`src/logic/axi_rd_settings.svh`:
```
/*
 * Width and latency settings for the AXI read subordinate.
 * Include this header wherever a width or the component latency is needed.
 */
`ifndef AXI_RD_SETTINGS_SVH
`define AXI_RD_SETTINGS_SVH

// Address width in bits
`define AXI_RD_AW 32

// Data width in bits (four bytes per word)
`define AXI_RD_DW 32

// Transaction ID width
`define AXI_RD_IW 4

// Cycles from a counted component access to valid read data
`define AXI_RD_C_LAT 1

// One skid stage per beat that can be in flight plus one for the stall
`define AXI_RD_NSTAGE (`AXI_RD_C_LAT + 1)

`endif

```
`src/logic/axi_proto_pkg.sv`:
```
/*
 * AXI protocol encodings used on the AR and R channels.
 * Import wherever burst types or response codes are decoded or produced.
 */
`default_nettype none

package axi_proto_pkg;

    // --------------------
    // Burst type (ARBURST)
    // --------------------
    typedef enum logic [1:0] {
        AXI_BURST_FIXED = 2'b00,
        AXI_BURST_INCR  = 2'b01,
        AXI_BURST_WRAP  = 2'b10
    } axi_burst_e;

    // --------------------
    // Read response (RRESP)
    // --------------------
    // Exclusive access is not supported so EXOKAY never appears
    typedef enum logic [1:0] {
        AXI_RESP_OKAY   = 2'b00,
        AXI_RESP_SLVERR = 2'b10
    } axi_resp_e;

endpackage

`default_nettype wire

```
`src/logic/rd_pipe_pkg.sv`:
```
/*
 * Types for the beats carried through the read return pipeline.
 * Import where a beat or its context is stored or passed between stages.
 */
`default_nettype none

`include "axi_rd_settings.svh"

package rd_pipe_pkg;

    // Per-beat context that travels beside the read data
    typedef struct packed {
        logic [`AXI_RD_IW-1:0] id;
        // RRESP encoding
        logic [1:0]            resp;
        logic                  last;
    } beat_ctx_t;

    // Full R channel payload of one beat
    typedef struct packed {
        logic [`AXI_RD_DW-1:0] data;
        beat_ctx_t             ctx;
    } beat_t;

endpackage

`default_nettype wire

```
`src/logic/rd_stage_if.sv`:
```
/*
 * One link of the read return pipeline with a valid/ready handshake.
 * The producer takes the src modport and the consumer takes dst.
 */
`timescale 1ns/100ps
`default_nettype none

interface rd_stage_if import rd_pipe_pkg::*; ();

    // Beat offered by the producer
    logic  valid;
    // Consumer can take the beat this cycle
    logic  ready;
    // Data, ID, response and last
    beat_t beat;

    // Producer side
    modport src (
        output valid,
        output beat,
        input  ready
    );

    // Consumer side
    modport dst (
        input  valid,
        input  beat,
        output ready
    );

endinterface

`default_nettype wire

```
`src/logic/rd_burst_addr.sv`:
```
/*
 * Next-beat address for FIXED, INCR and WRAP read bursts.
 * Purely combinational and fed with the full byte address of the current beat.
 */
`timescale 1ns/100ps
`default_nettype none

`include "axi_rd_settings.svh"

module rd_burst_addr import axi_proto_pkg::*; (
    input  wire logic [`AXI_RD_AW-1:0] i_addr,
    input  wire logic [2:0]            i_size,
    input  wire axi_burst_e            i_burst,
    input  wire logic [7:0]            i_len,
    output logic      [`AXI_RD_AW-1:0] o_next_addr
);

    localparam int AW = `AXI_RD_AW;

    // Bytes per beat
    logic [AW-1:0] size_bytes;
    // Address aligned down to the transfer size
    logic [AW-1:0] aligned;
    logic [AW-1:0] incr_addr;
    // Low bits that change inside the wrap window
    logic [AW-1:0] wrap_mask;

    always_comb begin
        size_bytes = AW'(1) << i_size;
        aligned    = i_addr & ~(size_bytes - AW'(1));
        incr_addr  = aligned + size_bytes;
        // Window is (len+1) beats, a power of two for legal WRAP bursts
        wrap_mask  = ((AW'(i_len) + AW'(1)) << i_size) - AW'(1);
    end

    // --------------------
    // Burst type select
    // --------------------
    always_comb begin
        case (i_burst)
            AXI_BURST_INCR: begin
                o_next_addr = incr_addr;
            end
            AXI_BURST_WRAP: begin
                // Upper bits stay at the window base
                o_next_addr = (i_addr & ~wrap_mask) | (incr_addr & wrap_mask);
            end
            // FIXED and the reserved code repeat the address
            default: begin
                o_next_addr = i_addr;
            end
        endcase
    end

endmodule

`default_nettype wire

```
`src/logic/rd_req_issue.sv`:
```
/*
 * Accepts AR bursts and issues one component access per beat.
 * Tracks beat context through the component latency and drives link 0.
 */
`timescale 1ns/100ps
`default_nettype none

`include "axi_rd_settings.svh"

module rd_req_issue import axi_proto_pkg::*; (
    input  wire logic                  clk,
    input  wire logic                  rst_n,
    // AR channel
    input  wire logic                  i_arvalid,
    input  wire logic [`AXI_RD_AW-1:0] i_araddr,
    input  wire logic [1:0]            i_arburst,
    input  wire logic [2:0]            i_arsize,
    input  wire logic [7:0]            i_arlen,
    input  wire logic [`AXI_RD_IW-1:0] i_arid,
    output logic                       o_arready,
    // Component request side
    output logic                       o_dv,
    output logic      [`AXI_RD_AW-1:0] o_addr,
    output logic      [`AXI_RD_IW-1:0] o_id,
    output logic                       o_last,
    input  wire logic                  i_hld,
    input  wire logic                  i_err,
    input  wire logic [`AXI_RD_DW-1:0] i_rdata,
    // Room in the final skid stage
    input  wire logic                  i_space,
    rd_stage_if.src                    o_beat
);

    localparam int AW    = `AXI_RD_AW;
    localparam int IW    = `AXI_RD_IW;
    localparam int C_LAT = `AXI_RD_C_LAT;
    // Byte offset bits inside one data word
    localparam int BW    = $clog2(`AXI_RD_DW / 8);

    // --------------------
    // Burst tracking
    // --------------------
    logic          active;
    // Beats left after the current one
    logic [7:0]    beat_cnt;
    logic [AW-1:0] burst_addr;
    axi_burst_e    burst_type;
    logic [2:0]    burst_size;
    logic [7:0]    burst_len;
    logic [IW-1:0] burst_id;
    logic [AW-1:0] next_addr;

    logic accept;
    logic access;
    logic final_access;

    always_comb begin
        o_dv         = active && i_space;
        access       = o_dv && !i_hld;
        final_access = access && (beat_cnt == 8'd0);
        // New burst allowed once the old one has issued its last access
        o_arready    = !active || final_access;
        accept       = i_arvalid && o_arready;
    end

    always_ff @(posedge clk or negedge rst_n) begin
        if (!rst_n) begin
            active   <= 1'b0;
            beat_cnt <= 8'd0;
        end else if (accept) begin
            active   <= 1'b1;
            beat_cnt <= i_arlen;
        end else if (access) begin
            active   <= !final_access;
            // Hold at zero after the final beat
            if (beat_cnt != 8'd0) begin
                beat_cnt <= beat_cnt - 8'd1;
            end
        end
    end

    always_ff @(posedge clk) begin
        if (accept) begin
            burst_addr <= i_araddr;
            burst_type <= axi_burst_e'(i_arburst);
            burst_size <= i_arsize;
            burst_len  <= i_arlen;
            burst_id   <= i_arid;
        end else if (access) begin
            burst_addr <= next_addr;
        end
    end

    // Full byte address keeps narrow bursts stepping correctly
    rd_burst_addr rd_burst_addr_i (
        .i_addr      (burst_addr),
        .i_size      (burst_size),
        .i_burst     (burst_type),
        .i_len       (burst_len),
        .o_next_addr (next_addr)
    );

    // Component only sees whole words
    always_comb begin
        o_addr = {burst_addr[AW-1:BW], {BW{1'b0}}};
        o_id   = burst_id;
        o_last = active && (beat_cnt == 8'd0);
    end

    // --------------------
    // Latency pipeline
    // --------------------
    // Index 0 is the access of this cycle, index C_LAT meets i_rdata
    logic [C_LAT:0]         lat_vld;
    logic [C_LAT:0]         lat_last;
    logic [C_LAT:0][IW-1:0] lat_id;

    always_comb begin
        lat_vld[0]  = access;
        lat_last[0] = o_last;
        lat_id[0]   = burst_id;
    end

    generate
        if (C_LAT > 0) begin : g_lat
            always_ff @(posedge clk or negedge rst_n) begin
                if (!rst_n) begin
                    lat_vld[C_LAT:1] <= '0;
                end else begin
                    lat_vld[C_LAT:1] <= lat_vld[C_LAT-1:0];
                end
            end

            // Context only matters where the matching valid bit is set
            always_ff @(posedge clk) begin
                lat_last[C_LAT:1] <= lat_last[C_LAT-1:0];
                lat_id[C_LAT:1]   <= lat_id[C_LAT-1:0];
            end
        end
    endgenerate

    // Merge returned data and error with the delayed context
    always_comb begin
        o_beat.valid         = lat_vld[C_LAT];
        o_beat.beat.data     = i_rdata;
        o_beat.beat.ctx.id   = lat_id[C_LAT];
        o_beat.beat.ctx.resp = i_err ? AXI_RESP_SLVERR : AXI_RESP_OKAY;
        o_beat.beat.ctx.last = lat_last[C_LAT];
    end

endmodule

`default_nettype wire

```
`src/logic/rd_skid_stage.sv`:
```
/*
 * One skid buffer stage of the read return path.
 * Passes beats straight through when empty and parks one beat on a stall.
 */
`timescale 1ns/100ps
`default_nettype none

module rd_skid_stage import rd_pipe_pkg::*; (
    input  wire logic clk,
    input  wire logic rst_n,
    // Upstream link
    rd_stage_if.dst   i_up,
    // Downstream link
    rd_stage_if.src   o_dn
);

    // --------------------
    // Held entry
    // --------------------
    logic  held_vld;
    beat_t held_beat;

    // Beat arrives while the output cannot move it on
    logic  capture;

    always_comb begin
        capture = i_up.valid && !held_vld && !o_dn.ready;
    end

    always_ff @(posedge clk or negedge rst_n) begin
        if (!rst_n) begin
            held_vld <= 1'b0;
        end else if (capture) begin
            held_vld <= 1'b1;
        end else if (o_dn.ready) begin
            // Parked beat leaves this cycle
            held_vld <= 1'b0;
        end
    end

    // Payload follows held_vld
    always_ff @(posedge clk) begin
        if (capture) begin
            held_beat <= i_up.beat;
        end
    end

    // --------------------
    // Handshake
    // --------------------
    // Room exists only while nothing is parked
    always_comb begin
        i_up.ready = !held_vld;
    end

    // Parked beat goes first so order is kept
    always_comb begin
        o_dn.valid = held_vld || i_up.valid;
        if (held_vld) begin
            o_dn.beat = held_beat;
        end else begin
            o_dn.beat = i_up.beat;
        end
    end

endmodule

`default_nettype wire

```
`src/logic/axi_rd_sub.sv`:
```
/*
 * AXI read subordinate top level with plain AR/R and component ports.
 * Joins the request issuer to a chain of skid stages ending on the R channel.
 */
`timescale 1ns/100ps
`default_nettype none

`include "axi_rd_settings.svh"

module axi_rd_sub (
    input  wire logic                  clk,
    input  wire logic                  rst_n,
    // AR channel
    input  wire logic                  i_arvalid,
    input  wire logic [`AXI_RD_AW-1:0] i_araddr,
    input  wire logic [1:0]            i_arburst,
    input  wire logic [2:0]            i_arsize,
    input  wire logic [7:0]            i_arlen,
    input  wire logic [`AXI_RD_IW-1:0] i_arid,
    output logic                       o_arready,
    // R channel
    output logic                       o_rvalid,
    output logic      [`AXI_RD_DW-1:0] o_rdata,
    output logic      [`AXI_RD_IW-1:0] o_rid,
    output logic      [1:0]            o_rresp,
    output logic                       o_rlast,
    input  wire logic                  i_rready,
    // Component interface
    output logic                       o_dv,
    output logic      [`AXI_RD_AW-1:0] o_addr,
    output logic      [`AXI_RD_IW-1:0] o_id,
    output logic                       o_last,
    input  wire logic                  i_hld,
    input  wire logic                  i_err,
    input  wire logic [`AXI_RD_DW-1:0] i_rdata
);

    localparam int NSTAGE = `AXI_RD_NSTAGE;

    // Link k feeds stage k and the last link reaches the R ports
    rd_stage_if link [0:NSTAGE] ();

    rd_req_issue rd_req_issue_i (
        .clk       (clk),
        .rst_n     (rst_n),
        .i_arvalid (i_arvalid),
        .i_araddr  (i_araddr),
        .i_arburst (i_arburst),
        .i_arsize  (i_arsize),
        .i_arlen   (i_arlen),
        .i_arid    (i_arid),
        .o_arready (o_arready),
        .o_dv      (o_dv),
        .o_addr    (o_addr),
        .o_id      (o_id),
        .o_last    (o_last),
        .i_hld     (i_hld),
        .i_err     (i_err),
        .i_rdata   (i_rdata),
        // Final stage is first to fill under back-pressure
        .i_space   (link[NSTAGE-1].ready),
        .o_beat    (link[0])
    );

    // --------------------
    // Return pipeline
    // --------------------
    generate
        for (genvar k = 0; k < NSTAGE; k++) begin : g_stage
            rd_skid_stage rd_skid_stage_i (
                .clk   (clk),
                .rst_n (rst_n),
                .i_up  (link[k]),
                .o_dn  (link[k+1])
            );
        end
    endgenerate

    // Last link straight onto the R ports
    assign link[NSTAGE].ready = i_rready;
    assign o_rvalid = link[NSTAGE].valid;
    assign o_rdata  = link[NSTAGE].beat.data;
    assign o_rid    = link[NSTAGE].beat.ctx.id;
    assign o_rresp  = link[NSTAGE].beat.ctx.resp;
    assign o_rlast  = link[NSTAGE].beat.ctx.last;

endmodule

`default_nettype wire

```
`config.mk`:
```
export PLATFORM = sky130hd
export DESIGN_NAME = axi_rd_sub
export DESIGN_NICKNAME = d
export VERILOG_FILES = /design/src/logic/axi_proto_pkg.sv /design/src/logic/rd_pipe_pkg.sv /design/src/logic/rd_stage_if.sv /design/src/logic/rd_burst_addr.sv /design/src/logic/rd_req_issue.sv /design/src/logic/rd_skid_stage.sv /design/src/logic/axi_rd_sub.sv
export VERILOG_INCLUDE_DIRS = /design/src /design/src/logic
export SDC_FILE = /design/constraint.sdc
export NUM_CORES = 1
export LEC_CHECK = 0
export BUFFER_PORTS_ARGS = -buffer_cell sky130_fd_sc_hd__buf_2
export CAP_MARGIN = 30
export CORE_AREA = 2 2 150 152
export DETAILED_ROUTE_END_ITERATION = 8
export DIE_AREA = 0 0 152 154
export MAX_ROUTING_LAYER = met4
export PLACE_DENSITY = 0.59
export SYNTH_ARGS = -nofsm -noshare
export SYNTH_HDL_FRONTEND = slang
export SYNTH_SLANG_ARGS = --single-unit
```
`constraint.sdc`:
```
create_clock -name clk -period 3.8 [get_ports clk]
set_input_delay 0.76 -clock clk [delete_from_list [all_inputs] [get_ports clk]]
set_output_delay 0.76 -clock clk [all_outputs]
set_load 0.03 [all_outputs]
```
==> summary.md <==
| Metric | Value |
|---|---|
| Status | finished, final reports clean |
| Max-cap violations | 0 |
| Setup Skew | 9.95 ps |
| Worst hold path class | primary input to async pin |
| CTS Buffer Depth | 2 |
| Syn. warnings | 0 |
| PwrDens | 442 nW/um2 |
| Setup bufs post-CTS | 0 |
| Nets@finish | 999 |
| Cts bufs inserted | 17 |
| H-tree levels | 4 |
| Starting Density | 0.395 |
| PortBufs | 162 |
| Synth async-reset ratio | 0.0845 |
| Post-place setup slack | 192 ps |
| Most area-consuming cells after synthesis | edfxtp_1 44%, mux2_2 10%, dfrtp_1 3.5%, buf_4 3.0%, nor2_1 2.5% |
| Wire length of the first global-routing pass | 34200 um |
| Critical path peak fanout | 14 |
| Remaining DRCs | 0 |
| Final wirelength | 21100 um |
| Final Cycle Share | 0.945 |
| Vias post-DR | 6393 |
| Max Fclk | 279 MHz |
| Core Rows | 54 |
| PostCTS Resize Cnt | 0 |
| Clock Tree Root | clkbuf_16 |
| WP data arrival | 3720 ps |
| Antenna violations before repair | 2 |
| DRC violation total after the first TritonRoute iteration | 374 |
| Slew HR | 0.365 |
| Critical path class | flip-flop to flip-flop |
| DIE WIDTH | 152 um |
| Most area-hungry cell type in the Yosys netlist | edfxtp_1 |
| Number of global-route vias before repair | 6317 |
| Clock sinks | 142 |
| P&R area growth vs syn | 17.9% |
| Die H | 154 um |
| R2R depth | 9 |
| Mapped Area | 8570 um2 |
| TritonRoute pass-1 iters | 5 |
| Final WS setup | 210 ps |
| Total power draw | 4.46 mW |
| Pin count of the biggest net entering global routing | 43 |
| Final Hold Fails | 0 |
| Final period demand of the worst path | 3590 ps |
| CTS tree | done |
| Dpl cells | 1164 |
| GRT Total Usage | 0.187 |
| Finished Layout Cells | 1198 |
| TNS Setup | 0 ps |
| Mapped Cells | 776 |
| Final ANT Viol Nets | 0 |
| CP endpoint kind | flip-flop |
| Peak VDD IR | 0.257 mV |
| Share of post-route cells with drive strength above 1 | 0.354 |
| Critical path required time | 3930 ps |
| Leakage power | 3.88 nW |
| Die area | 23400 um2 |
| Number of synthesized flops with an enable pin | 125 |
| Top Ports | 166 |
| Routed vias/inst | 5.34 |
| Slew @ Worst Pin | 953 ps |
| CP startpoint kind | flip-flop |
| Sequential area share after synthesis | 0.485 |
| Wire length per cell | 17.6 um |
| Clk Latency, worst-skew pair | 420 ps |
| Synth Flop Type | edfxtp_1 |
| Max-slew violations | 0 |
| Global route total overflow | 0 |
| Core area | 21700 um2 |
| Yosys reg bits | 142 |
| Post-CTS Hold Buffers | 0 |
| Post-synth top area share | 0.438 |
| Gp weighted congestion | 0.886 |
| Final HPWL DP | 15100 um |
| RSZ-0062 raised after global routing | false |
| Clock Pin Slew Worst Setup and Hold Paths | 70 ps |
| Final setup fails | 0 |
| Avg Cell Area, Syn | 11.0 um2 |
| Synth cell types | 83 |
-- cells by family after synthesis --
family / Yosys count / share of synthesized area
compound gates: 152 / 0.133
xor+xnor: 43 / 0.0470
flops: 142 / 0.485
fa+ha+maj: 9 / 0.0131
other cells: 1 / 0.000437
buf+inv: 97 / 0.0620
mux: 83 / 0.108
simple gates: 249 / 0.152
-- path summary, 6_finish.rpt --
path                                                        from                                endpoint  slack (ps)
max                        rd_req_issue_i.burst_len[1]$_DFFE_PP_                               flip-flop         210
min                                                        rst_n  rd_req_issue_i.beat_cnt[3]$_DFFE_PN0P_         210
max reg2reg                rd_req_issue_i.burst_len[1]$_DFFE_PP_                               flip-flop         210
min reg2reg                     rd_req_issue_i.o_id[1]$_DFFE_PP_   rd_req_issue_i.o_beat.beat[4]$_DFF_P_         380
max in group asynchronous                                  rst_n  rd_req_issue_i.beat_cnt[6]$_DFFE_PN0P_        3360
min in group clk                rd_req_issue_i.o_id[1]$_DFFE_PP_   rd_req_issue_i.o_beat.beat[4]$_DFF_P_         380
-- critical path: stages, from the launching register on --
cell and delay, ps:
edfxtp_1 480, ha_1 290, and3_1 300, xnor2_4 200, o22ai_1 100, or4b_4 560
o21ai_4 250, nand4_1 260, o41a_2 710, nor2_1 160
-- per-stage QoR --
step	util	hold WS (ps)	area, um2
2_1_floorplan	-	404	8580
3_3_place_gp	0.438	360	9490
3_5_place_dp	0.438	361	9490
4_1_cts	0.466	198	10100
5_1_grt	0.466	208	10100
6_report	0.466	208	10100
-- where the power goes --
part	internal (mW)	switching (mW)	leakage, nW	total (mW)
clock	0.898	0.805	0.294	1.70
sequential	1.85	0.0833	1.34	1.93
combinational	0.325	0.506	2.25	0.831
total	3.07	1.39	3.88	4.46
-- cells in the final DEF, fill, tap and decap left out, types with 17 or more instances in the layout --
master and count:
inv_1 17, xnor2_1 18, edfxtp_1 125, mux2_2 76, nor2_1 58, xor2_1 23
a21oi_1 24, o21ai_0 37, buf_2 162, nand3_1 17, nor3_1 19, buf_4 21
nand2_1 55, clkbuf_16 17
-- synth_stat cells (15+ instances only) --
| master | count |
|---|---|
| buf_4 | 34 |
| a21oi_1 | 24 |
| nor3_1 | 20 |
| xor2_1 | 23 |
| nand3_1 | 17 |
| o21ai_0 | 37 |
| xnor2_1 | 18 |
| nand2_1 | 56 |
| edfxtp_1 | 125 |
| mux2_2 | 76 |
| a211oi_1 | 15 |
| clkbuf_1 | 30 |
| inv_1 | 18 |
| nor2_1 | 58 |
-- final cells by class --
cell class,count,area (um2)
clock inverters,15,183
inverters,18,67.6
repair buffers,185,1010
fillers,2049,11600
clock buffers,17,425
diodes,2,5.00
well taps,280,350
flip-flops and latches,142,4150
multi-input cells,539,3910
-- metal layers --
metal | GRT usage | share of wire | vias to the layer above
li1 | - | - | 3121
met1 | 0.246 | 0.47 | 3096
met2 | 0.295 | 0.47 | 149
met3 | 0.0358 | 0.040 | 27
met4 | 0.0579 | 0.020 | 0
met5 | - | 0 | -
Power figures use the tool's default switching activity.
